===== src/hdl/bp_pkg.sv =====
// Branch prediction package with width types, table sizes and record structs
`default_nettype none

package bp_pkg;

    // ------------------------------
    // Width types
    // ------------------------------

    // Instruction address
    typedef logic [31:0] addr_t;

    // BHT index from pc[7:2]
    typedef logic [5:0]  bht_idx_t;

    // BTB index from pc[5:2] and tag from pc[31:6]
    typedef logic [3:0]  btb_idx_t;
    typedef logic [25:0] btb_tag_t;

    // Two bit saturating counter, upper half means taken
    typedef logic [1:0]  ctr_t;

    // ------------------------------
    // Table sizes and constants
    // ------------------------------

    localparam int BHT_ENTRIES = 64;
    localparam int BTB_ENTRIES = 16;

    // Prediction queue depth and its pointer width
    localparam int PQ_DEPTH = 4;
    localparam int PQ_PTR_W = $clog2(PQ_DEPTH);

    // Weakly not taken after reset
    localparam ctr_t CTR_RESET = 2'd1;
    // Strongly taken
    localparam ctr_t CTR_MAX   = 2'd3;

    // Queue pointer and occupancy, one extra bit so a full queue fits
    typedef logic [PQ_PTR_W-1:0] pq_ptr_t;
    typedef logic [PQ_PTR_W:0]   pq_cnt_t;

    // ------------------------------
    // Records
    // ------------------------------

    // Fetch side request
    typedef struct packed {
        addr_t pc;
    } fetch_req_t;

    // Prediction handed back to fetch
    typedef struct packed {
        addr_t pc;
        logic  taken;
        logic  btb_hit;
        addr_t target;
    } bp_prediction_t;

    // Resolved control flow from execute
    typedef struct packed {
        addr_t pc;
        logic  is_branch;
        logic  is_jal;
        logic  is_jalr;
        logic  taken;
        addr_t target;
    } bp_resolve_t;

    // Table update toward the predictor
    typedef struct packed {
        addr_t pc;
        logic  taken;
        addr_t target;
        logic  is_jal;
        logic  write_btb;
    } bp_update_t;

endpackage

`default_nettype wire


===== src/hdl/bp_fetch_port.sv =====
// Fetch request port with one-cycle request hold and queue credit check
`timescale 1ns/1ps
`default_nettype none

module bp_fetch_port
    import bp_pkg::*;
(
    input  logic           clk_i,
    input  logic           rst_n_i,
    // Fetch request handshake
    input  logic           req_valid_i,
    input  fetch_req_t     req_i,
    output logic           req_ready_o,
    // Free slots in the prediction queue
    input  pq_cnt_t        pq_free_i,
    // Lookup toward the prediction unit
    output logic           lookup_valid_o,
    output addr_t          lookup_pc_o,
    input  bp_prediction_t pred_i,
    // Push into the prediction queue
    output logic           push_o,
    output bp_prediction_t push_data_o
);

    logic       held_valid_q;
    fetch_req_t held_req_q;
    logic       req_fire;

    // A held request already owns one free slot
    assign req_ready_o = (pq_free_i > pq_cnt_t'(held_valid_q));
    assign req_fire    = req_valid_i && req_ready_o;

    // Hold flag lives exactly one cycle per accepted request
    always_ff @(posedge clk_i) begin
        if (!rst_n_i) begin
            held_valid_q <= 1'b0;
        end else begin
            held_valid_q <= req_fire;
        end
    end

    always_ff @(posedge clk_i) begin
        if (req_fire) begin
            held_req_q <= req_i;
        end
    end

    // Combinational lookup while held
    assign lookup_valid_o = held_valid_q;
    assign lookup_pc_o    = held_req_q.pc;

    // Prediction lands in the queue at the end of the hold cycle
    assign push_o      = held_valid_q;
    assign push_data_o = pred_i;

endmodule

`default_nettype wire


===== src/hdl/bp_prediction_queue.sv =====
// Prediction FIFO with free-slot report and valid/ready output
`timescale 1ns/1ps
`default_nettype none

module bp_prediction_queue
    import bp_pkg::*;
(
    input  logic           clk_i,
    input  logic           rst_n_i,
    // Push from the fetch port
    input  logic           push_i,
    input  bp_prediction_t push_data_i,
    output pq_cnt_t        free_o,
    // Prediction handshake toward fetch
    output logic           pred_valid_o,
    output bp_prediction_t pred_o,
    input  logic           pred_ready_i
);

    bp_prediction_t mem_q [PQ_DEPTH];
    pq_ptr_t        wr_ptr_q;
    pq_ptr_t        rd_ptr_q;
    pq_cnt_t        count_q;
    logic           do_push;
    logic           do_pop;

    // Full queue refuses the push
    assign do_push = push_i && (count_q != pq_cnt_t'(PQ_DEPTH));
    assign do_pop  = pred_valid_o && pred_ready_i;

    assign free_o       = pq_cnt_t'(PQ_DEPTH) - count_q;
    assign pred_valid_o = (count_q != '0);
    assign pred_o       = mem_q[rd_ptr_q];

    // ------------------------------
    // Pointers and occupancy
    // ------------------------------

    always_ff @(posedge clk_i) begin
        if (!rst_n_i) begin
            wr_ptr_q <= '0;
            rd_ptr_q <= '0;
            count_q  <= '0;
        end else begin
            // Pointers wrap at the power of two depth
            if (do_push) begin
                wr_ptr_q <= wr_ptr_q + 1'b1;
            end
            if (do_pop) begin
                rd_ptr_q <= rd_ptr_q + 1'b1;
            end
            // Push and pop together keep the count
            if (do_push && !do_pop) begin
                count_q <= count_q + 1'b1;
            end else if (do_pop && !do_push) begin
                count_q <= count_q - 1'b1;
            end
        end
    end

    // Storage
    always_ff @(posedge clk_i) begin
        if (do_push) begin
            mem_q[wr_ptr_q] <= push_data_i;
        end
    end

endmodule

`default_nettype wire


===== src/hdl/bp_top.sv =====
// Branch prediction top level with fetch port, prediction unit and queue
`timescale 1ns/1ps
`default_nettype none

module bp_top
    import bp_pkg::*;
(
    input  logic           clk_i,
    input  logic           rst_n_i,
    // Fetch requests
    input  logic           req_valid_i,
    input  fetch_req_t     req_i,
    output logic           req_ready_o,
    // Predictions
    output logic           pred_valid_o,
    output bp_prediction_t pred_o,
    input  logic           pred_ready_i,
    // Resolves from execute
    input  logic           res_valid_i,
    input  bp_resolve_t    res_i
);

    // ------------------------------
    // Internal wiring
    // ------------------------------

    pq_cnt_t        pq_free;
    logic           lookup_valid;
    addr_t          lookup_pc;
    bp_prediction_t lookup_pred;
    logic           push;
    bp_prediction_t push_data;

    bp_fetch_port u_fetch_port (
        .clk_i          (clk_i),
        .rst_n_i        (rst_n_i),
        .req_valid_i    (req_valid_i),
        .req_i          (req_i),
        .req_ready_o    (req_ready_o),
        .pq_free_i      (pq_free),
        .lookup_valid_o (lookup_valid),
        .lookup_pc_o    (lookup_pc),
        .pred_i         (lookup_pred),
        .push_o         (push),
        .push_data_o    (push_data)
    );

    // Lookup and training
    branch_prediction_unit u_bp_unit (
        .clk_i           (clk_i),
        .rst_n_i         (rst_n_i),
        .lookup_valid_i  (lookup_valid),
        .pc_i            (lookup_pc),
        .bp_prediction_o (lookup_pred),
        .res_valid_i     (res_valid_i),
        .res_i           (res_i)
    );

    // Ordered output toward fetch
    bp_prediction_queue u_pred_queue (
        .clk_i        (clk_i),
        .rst_n_i      (rst_n_i),
        .push_i       (push),
        .push_data_i  (push_data),
        .free_o       (pq_free),
        .pred_valid_o (pred_valid_o),
        .pred_o       (pred_o),
        .pred_ready_i (pred_ready_i)
    );

endmodule

`default_nettype wire


===== src/hdl/branch_prediction_unit.sv =====
// Prediction unit with resolve classification and predictor wrapper
`timescale 1ns/1ps
`default_nettype none

module branch_prediction_unit
    import bp_pkg::*;
(
    input  logic           clk_i,
    input  logic           rst_n_i,
    // Lookup
    input  logic           lookup_valid_i,
    input  addr_t          pc_i,
    output bp_prediction_t bp_prediction_o,
    // Resolve from execute
    input  logic           res_valid_i,
    input  bp_resolve_t    res_i
);

    logic       pred_taken;
    logic       pred_hit;
    addr_t      pred_target;
    logic       update_valid;
    bp_update_t update;

    // ------------------------------
    // Resolve classification
    // ------------------------------

    // Only branches and JAL train, JALR is skipped
    assign update_valid = res_valid_i && !res_i.is_jalr && (res_i.is_branch || res_i.is_jal);

    always_comb begin
        update.pc        = res_i.pc;
        // JAL always counts as taken
        update.taken     = res_i.taken || res_i.is_jal;
        update.target    = res_i.target;
        update.is_jal    = res_i.is_jal;
        // Only taken results fill the BTB
        update.write_btb = res_i.taken || res_i.is_jal;
    end

    // ------------------------------
    // Predictor
    // ------------------------------

    branch_predictor u_branch_predictor (
        .clk_i          (clk_i),
        .rst_n_i        (rst_n_i),
        .pc_i           (pc_i),
        .taken_o        (pred_taken),
        .target_o       (pred_target),
        .btb_hit_o      (pred_hit),
        .update_valid_i (update_valid),
        .update_i       (update)
    );

    // Prediction record, zero when idle
    always_comb begin
        bp_prediction_o = '0;
        if (lookup_valid_i) begin
            bp_prediction_o.pc      = pc_i;
            bp_prediction_o.taken   = pred_taken;
            bp_prediction_o.btb_hit = pred_hit;
            bp_prediction_o.target  = pred_target;
        end
    end

endmodule

`default_nettype wire


===== src/hdl/branch_predictor.sv =====
// Branch predictor with BHT counters, tagged BTB, lookup and training
`timescale 1ns/1ps
`default_nettype none

module branch_predictor
    import bp_pkg::*;
(
    input  logic       clk_i,
    input  logic       rst_n_i,
    // Lookup
    input  addr_t      pc_i,
    output logic       taken_o,
    output addr_t      target_o,
    output logic       btb_hit_o,
    // Training
    input  logic       update_valid_i,
    input  bp_update_t update_i
);

    // ------------------------------
    // Storage
    // ------------------------------

    ctr_t     bht_q     [BHT_ENTRIES];
    btb_tag_t btb_tag_q [BTB_ENTRIES];
    addr_t    btb_tgt_q [BTB_ENTRIES];
    logic     btb_vld_q [BTB_ENTRIES];

    // Lookup side fields
    bht_idx_t lu_bht_idx;
    btb_idx_t lu_btb_idx;
    btb_tag_t lu_tag;
    ctr_t     lu_ctr;
    logic     lu_hit;

    // Update side fields
    bht_idx_t up_bht_idx;
    btb_idx_t up_btb_idx;
    btb_tag_t up_tag;
    ctr_t     ctr_cur;
    ctr_t     ctr_next;

    // ------------------------------
    // Lookup
    // ------------------------------

    assign lu_bht_idx = bht_idx_t'(pc_i[7:2]);
    assign lu_btb_idx = btb_idx_t'(pc_i[5:2]);
    assign lu_tag     = btb_tag_t'(pc_i[31:6]);

    assign lu_ctr = bht_q[lu_bht_idx];
    // Hit needs a valid entry with a matching tag
    assign lu_hit = btb_vld_q[lu_btb_idx] && (btb_tag_q[lu_btb_idx] == lu_tag);

    // Upper counter half and a BTB hit give a taken prediction
    assign taken_o   = lu_hit && lu_ctr[1];
    assign btb_hit_o = lu_hit;
    // Fall through to the next word when not taken
    assign target_o  = taken_o ? btb_tgt_q[lu_btb_idx] : (pc_i + 32'd4);

    // ------------------------------
    // Training
    // ------------------------------

    assign up_bht_idx = bht_idx_t'(update_i.pc[7:2]);
    assign up_btb_idx = btb_idx_t'(update_i.pc[5:2]);
    assign up_tag     = btb_tag_t'(update_i.pc[31:6]);
    assign ctr_cur    = bht_q[up_bht_idx];

    // Next counter value
    always_comb begin
        ctr_next = ctr_cur;
        if (update_i.is_jal) begin
            // Jumps are always taken
            ctr_next = CTR_MAX;
        end else if (update_i.taken) begin
            if (ctr_cur != CTR_MAX) begin
                ctr_next = ctr_cur + 2'd1;
            end
        end else begin
            // Saturate at zero
            if (ctr_cur != '0) begin
                ctr_next = ctr_cur - 2'd1;
            end
        end
    end

    // Counter array
    always_ff @(posedge clk_i) begin
        if (!rst_n_i) begin
            for (int i = 0; i < BHT_ENTRIES; i++) begin
                bht_q[i] <= CTR_RESET;
            end
        end else if (update_valid_i) begin
            bht_q[up_bht_idx] <= ctr_next;
        end
    end

    // BTB arrays, written only for taken results
    always_ff @(posedge clk_i) begin
        if (!rst_n_i) begin
            for (int i = 0; i < BTB_ENTRIES; i++) begin
                btb_vld_q[i] <= 1'b0;
                btb_tag_q[i] <= '0;
                btb_tgt_q[i] <= '0;
            end
        end else if (update_valid_i && update_i.write_btb) begin
            // Direct mapped, so a new tag evicts the old one
            btb_vld_q[up_btb_idx] <= 1'b1;
            btb_tag_q[up_btb_idx] <= up_tag;
            btb_tgt_q[up_btb_idx] <= update_i.target;
        end
    end

endmodule

`default_nettype wire


===== config.mk =====
export PLATFORM = sky130hd
export DESIGN_NAME = bp_top
export DESIGN_NICKNAME = d
export VERILOG_FILES = /design/src/hdl/bp_pkg.sv /design/src/hdl/bp_fetch_port.sv /design/src/hdl/bp_prediction_queue.sv /design/src/hdl/bp_top.sv /design/src/hdl/branch_prediction_unit.sv /design/src/hdl/branch_predictor.sv
export SDC_FILE = /design/constraint.sdc
export NUM_CORES = 2
export LEC_CHECK = 0
export BUFFER_PORTS_ARGS = -buffer_cell sky130_fd_sc_hd__buf_2
export CORE_MARGIN = 2
export CORE_UTILIZATION = 63
export DETAILED_ROUTE_END_ITERATION = 12
export PLACE_DENSITY = 0.8
export SYNTH_ARGS = -nofsm -noshare
export SYNTH_HDL_FRONTEND = slang
export SYNTH_SLANG_ARGS = --single-unit
export TNS_END_PERCENT = 30

===== constraint.sdc =====
create_clock -name clk_i -period 7.8 [get_ports clk_i]
set_input_delay 0.39 -clock clk_i [delete_from_list [all_inputs] [get_ports clk_i]]
set_output_delay 0.39 -clock clk_i [all_outputs]
set_load 0.02 [all_outputs]

==> flow_summary.yaml <==
grt:
  grt.total_usage_pct: 32.12
  grt_max_degree: 282
  grt_pass1_wl_mm: 240.9
  grt-ovfl-total: 0
  grt_pass1_vias: 37527
  antenna_found_initial: 23
drt:
  via_per_inst: 6.927
  drt-total-wl_mm: 162.5
  drtIter0Drc: 5646
  first_pass_iters: 5
  drc: 0
  detail-route-antenna-nets: 0
  wl_per_cell_microns: 30.12
  vias: 37378
synthesis:
  syn_area_per_cell_sq_um: 15.67
  synth-async-reset-ratio_pct: 0
  ys_seq_area_share_pct: 65.51
  ys_warn_count: 0
  synth_ff_type: "edfxtp_1"
  synth_area_sq_mm: 0.06295
  synth_fp_nets: 4132
  synth_edf_count: 1352
  ys_ff_latch: 1384
  synth_cell_type_count: 64
  syn_inst: 4016
die:
  die_x_microns: 320.1
  die-area_sq_mm: 0.1025
  die_h_microns: 320.1
  start_util_pct: 63.77
  design.core.area_sq_mm: 0.09871
  io_pins: 173
  rows: 115
clock_network:
  cts_made_buffers: 141
  cts_tree: "done"
  cts-root-buf: "clkbuf_16"
  cts_resized: 0
  clk_pin_slew_worst_paths_ns: 0.06
  htree_levels: 4
  insertion_delay_ns: 0.77
  clock_path_buffers: 3
  clock-sinks: 1384
  postCtsSetupRepairBufs: 0
sta:
  setup_ws_ns: 2.343
  rsz0062_at_grt: "false"
  hold_viol: 0
  max_freq_mhz: 183.2
  setup_viol: 0
  final.period_utilization_pct: 69.96
  fin_setup_tns_ns: 0
  worst_slew_pin_slew_ns: 1.263
  fin_crit_ns: 5.457
  clock_skew_ns: 0.03206
  slew_headroom_pct: 15.46
  hold_slack_ns: 0.09497
  finalMaxSlewViolations: 0
critical_path:
  cpPeakStageDelay_ns: 0.91
  crit_type: "reg -> reg"
  path_delay_family: "multiplexers"
  crit_slowest_cell: "o21ai_0"
  start_kind: "flop"
  worstPathArrival_ns: 5.98
  crit_fanout: 46
  cp.required_ns: 8.32
  path_buf_inv: 2
  worstSetupEndpointType: "flop"
  path_cells: "buf_4 > mux4_2 > mux4_2 > mux2_2 > o21ai_0 > or3b_2 > buf_4 > mux2i_1"
min_path:
  hp-class: "in -> reg"
finish:
  area_delta_synth_final_pct: 9.706
  layout_common_cells: "edfxtp_1, and3_1, mux4_2, nand2_1, buf_2"
  drive_above_1_share_pct: 21.08
  final_common_cell: "edfxtp_1"
  design_area_sq_mm: 0.06906
  fin_nets: 4102
  fin_cells: 5396
  fillers: 6045
placement:
  place_area_sq_mm: 0.06428
  dp_cells: 5098
  dp_hpwl_mm: 85.60
  preCtsSetupSlack_ns: 2.551
  io_buffers: 170
  place_congestion: 0.8493
power_and_ir_drop:
  power_density_mw_per_mm2: 305.4
  p_leak_uw: 0.02646
  ir_drop_mv: 0.3181
outcome:
  status: "complete, no violations"
flow_run:
  maxCapViolCount: 0
final timing paths:
check / from / endpoint / slack, ns / cells past startpoint
worst max register to register: flop / u_pred_queue.mem_q[0][16]$_DFFE_PP_ / 2.34 / 8
worst min-delay path: res_i[15] / u_bp_unit.u_branch_predictor.btb_tgt_q[12][15]$_SDFFCE_PN0P_ / 0.09 / 2
worst min register to register: u_bp_unit.u_branch_predictor.btb_vld_q[15]$_DFF_P_ / u_bp_unit.u_branch_predictor.btb_vld_q[15]$_DFF_P_ / 0.45 / 2
worst max-delay path: flop / u_pred_queue.mem_q[0][16]$_DFFE_PP_ / 2.34 / 8
through the flow:
| step | util [%] | total power, uW |
|---|---|---|
| 5_1_grt | 69.96 | 21730 |
| 3_5_place_dp | 65.12 | 14560 |
| 3_3_place_gp | 65.12 | 14470 |
| 6_report | 69.96 | 21090 |
| 2_1_floorplan | - | 12920 |
| 4_1_cts | 69.94 | 21050 |
sequential cells by signal (all words and copies together), names as in the netlist, named ones only:
| signal | count |
|---|---|
| u_fetch_port.lookup_pc_o | 32 |
| u_pred_queue.rd_ptr_q | 2 |
| u_fetch_port.lookup_valid_o | 1 |
| u_pred_queue.mem_q | 264 |
| u_bp_unit.u_branch_predictor.btb_tgt_q | 512 |
| u_bp_unit.u_branch_predictor.btb_tag_q | 416 |
| u_pred_queue.count_q | 3 |
| u_pred_queue.wr_ptr_q | 2 |
| u_bp_unit.u_branch_predictor.bht_q | 128 |
| u_bp_unit.u_branch_predictor.btb_vld_q | 16 |
report_power, final:
part / internal [uW] / total [uW] / switching, uW
Combinational: 2310 / 5370 / 3050
Sequential: 8720 / 9160 / 438
Clock: 3720 / 6570 / 2850
metal layers:
layer  track usage, %  vias up  routed length, microns
met5                0        -                      80
met4            13.14       14                    6362
met3            7.842      385                   18480
met2            51.53     2499                   79770
met1            42.80    18899                   57810
li1                 -    15581                       -
cell families (layout without fill, tap and decap cells):
group                      after synthesis  in the layout  share of synthesized area (%)
DFF                                   1384           1384                          65.51
xor gates and xnor gates                65             65                         0.9044
buffers and inverters                  459            541                          3.152
adders and majority gates               13             13                         0.2624
other                                    0             11                              0
muxes                                  505            505                          15.81
and+or+nand+nor                       1522           1522                          13.64
AOI/OAI and AO/OA                       68             68                         0.7176
synth_stat cells (4+ instances only):
master    instances  area share (%)
buf_12            4            0.13
clkinv_1          4           0.024
a21o_1           10            0.12
mux2_2           19            0.34
clkbuf_1        343             2.0
inv_1            17            0.10
nor4_1            7           0.070
or2_2             5           0.050
xnor2_1          40            0.56
o21ai_0          21            0.17
a21oi_1           7           0.056
dfxtp_1          32             1.0
and2_1           95            0.94
mux4_2          371              13
nor4b_1           5           0.070
buf_6            12            0.21
and3_1          876             8.7
o211ai_1          7           0.083
nand3_1          76            0.60
buf_1            27            0.16
nand2b_1         23            0.23
o22ai_1           4           0.040
xor2_1           25            0.35
ha_1             10            0.20
buf_2            34            0.27
nand2_1         248             1.5
buf_4            17            0.20
nor3_1           18            0.14
or3_1             8           0.080
and4_1            5           0.070
mux4_1           14            0.58
nor2_1          113            0.67
and4b_1           4           0.064
edfxtp_1       1352              64
nor2b_1           9           0.089
nand4_1          12            0.12
mux2i_1         100             1.6
layout make-up:
class,instances,area [sq um],area share (%)
sequential,1384,41260,59.75
multi-input combinational,2173,19940,28.87
clock buffer,182,3787,5.484
timing repair buffer,264,1702,2.464
tap,1287,1610,2.332
clock inverter,73,643.1,0.9313
inverter,22,85.08,0.1232
antenna,11,27.53,0.03986
what timing repair did:
action,CTS,global route
hold endpoints to repair,36,0
hold buffers,32,0
setup endpoints to repair,0,0
No activity file was read; power rests on OpenSTA's default activity.
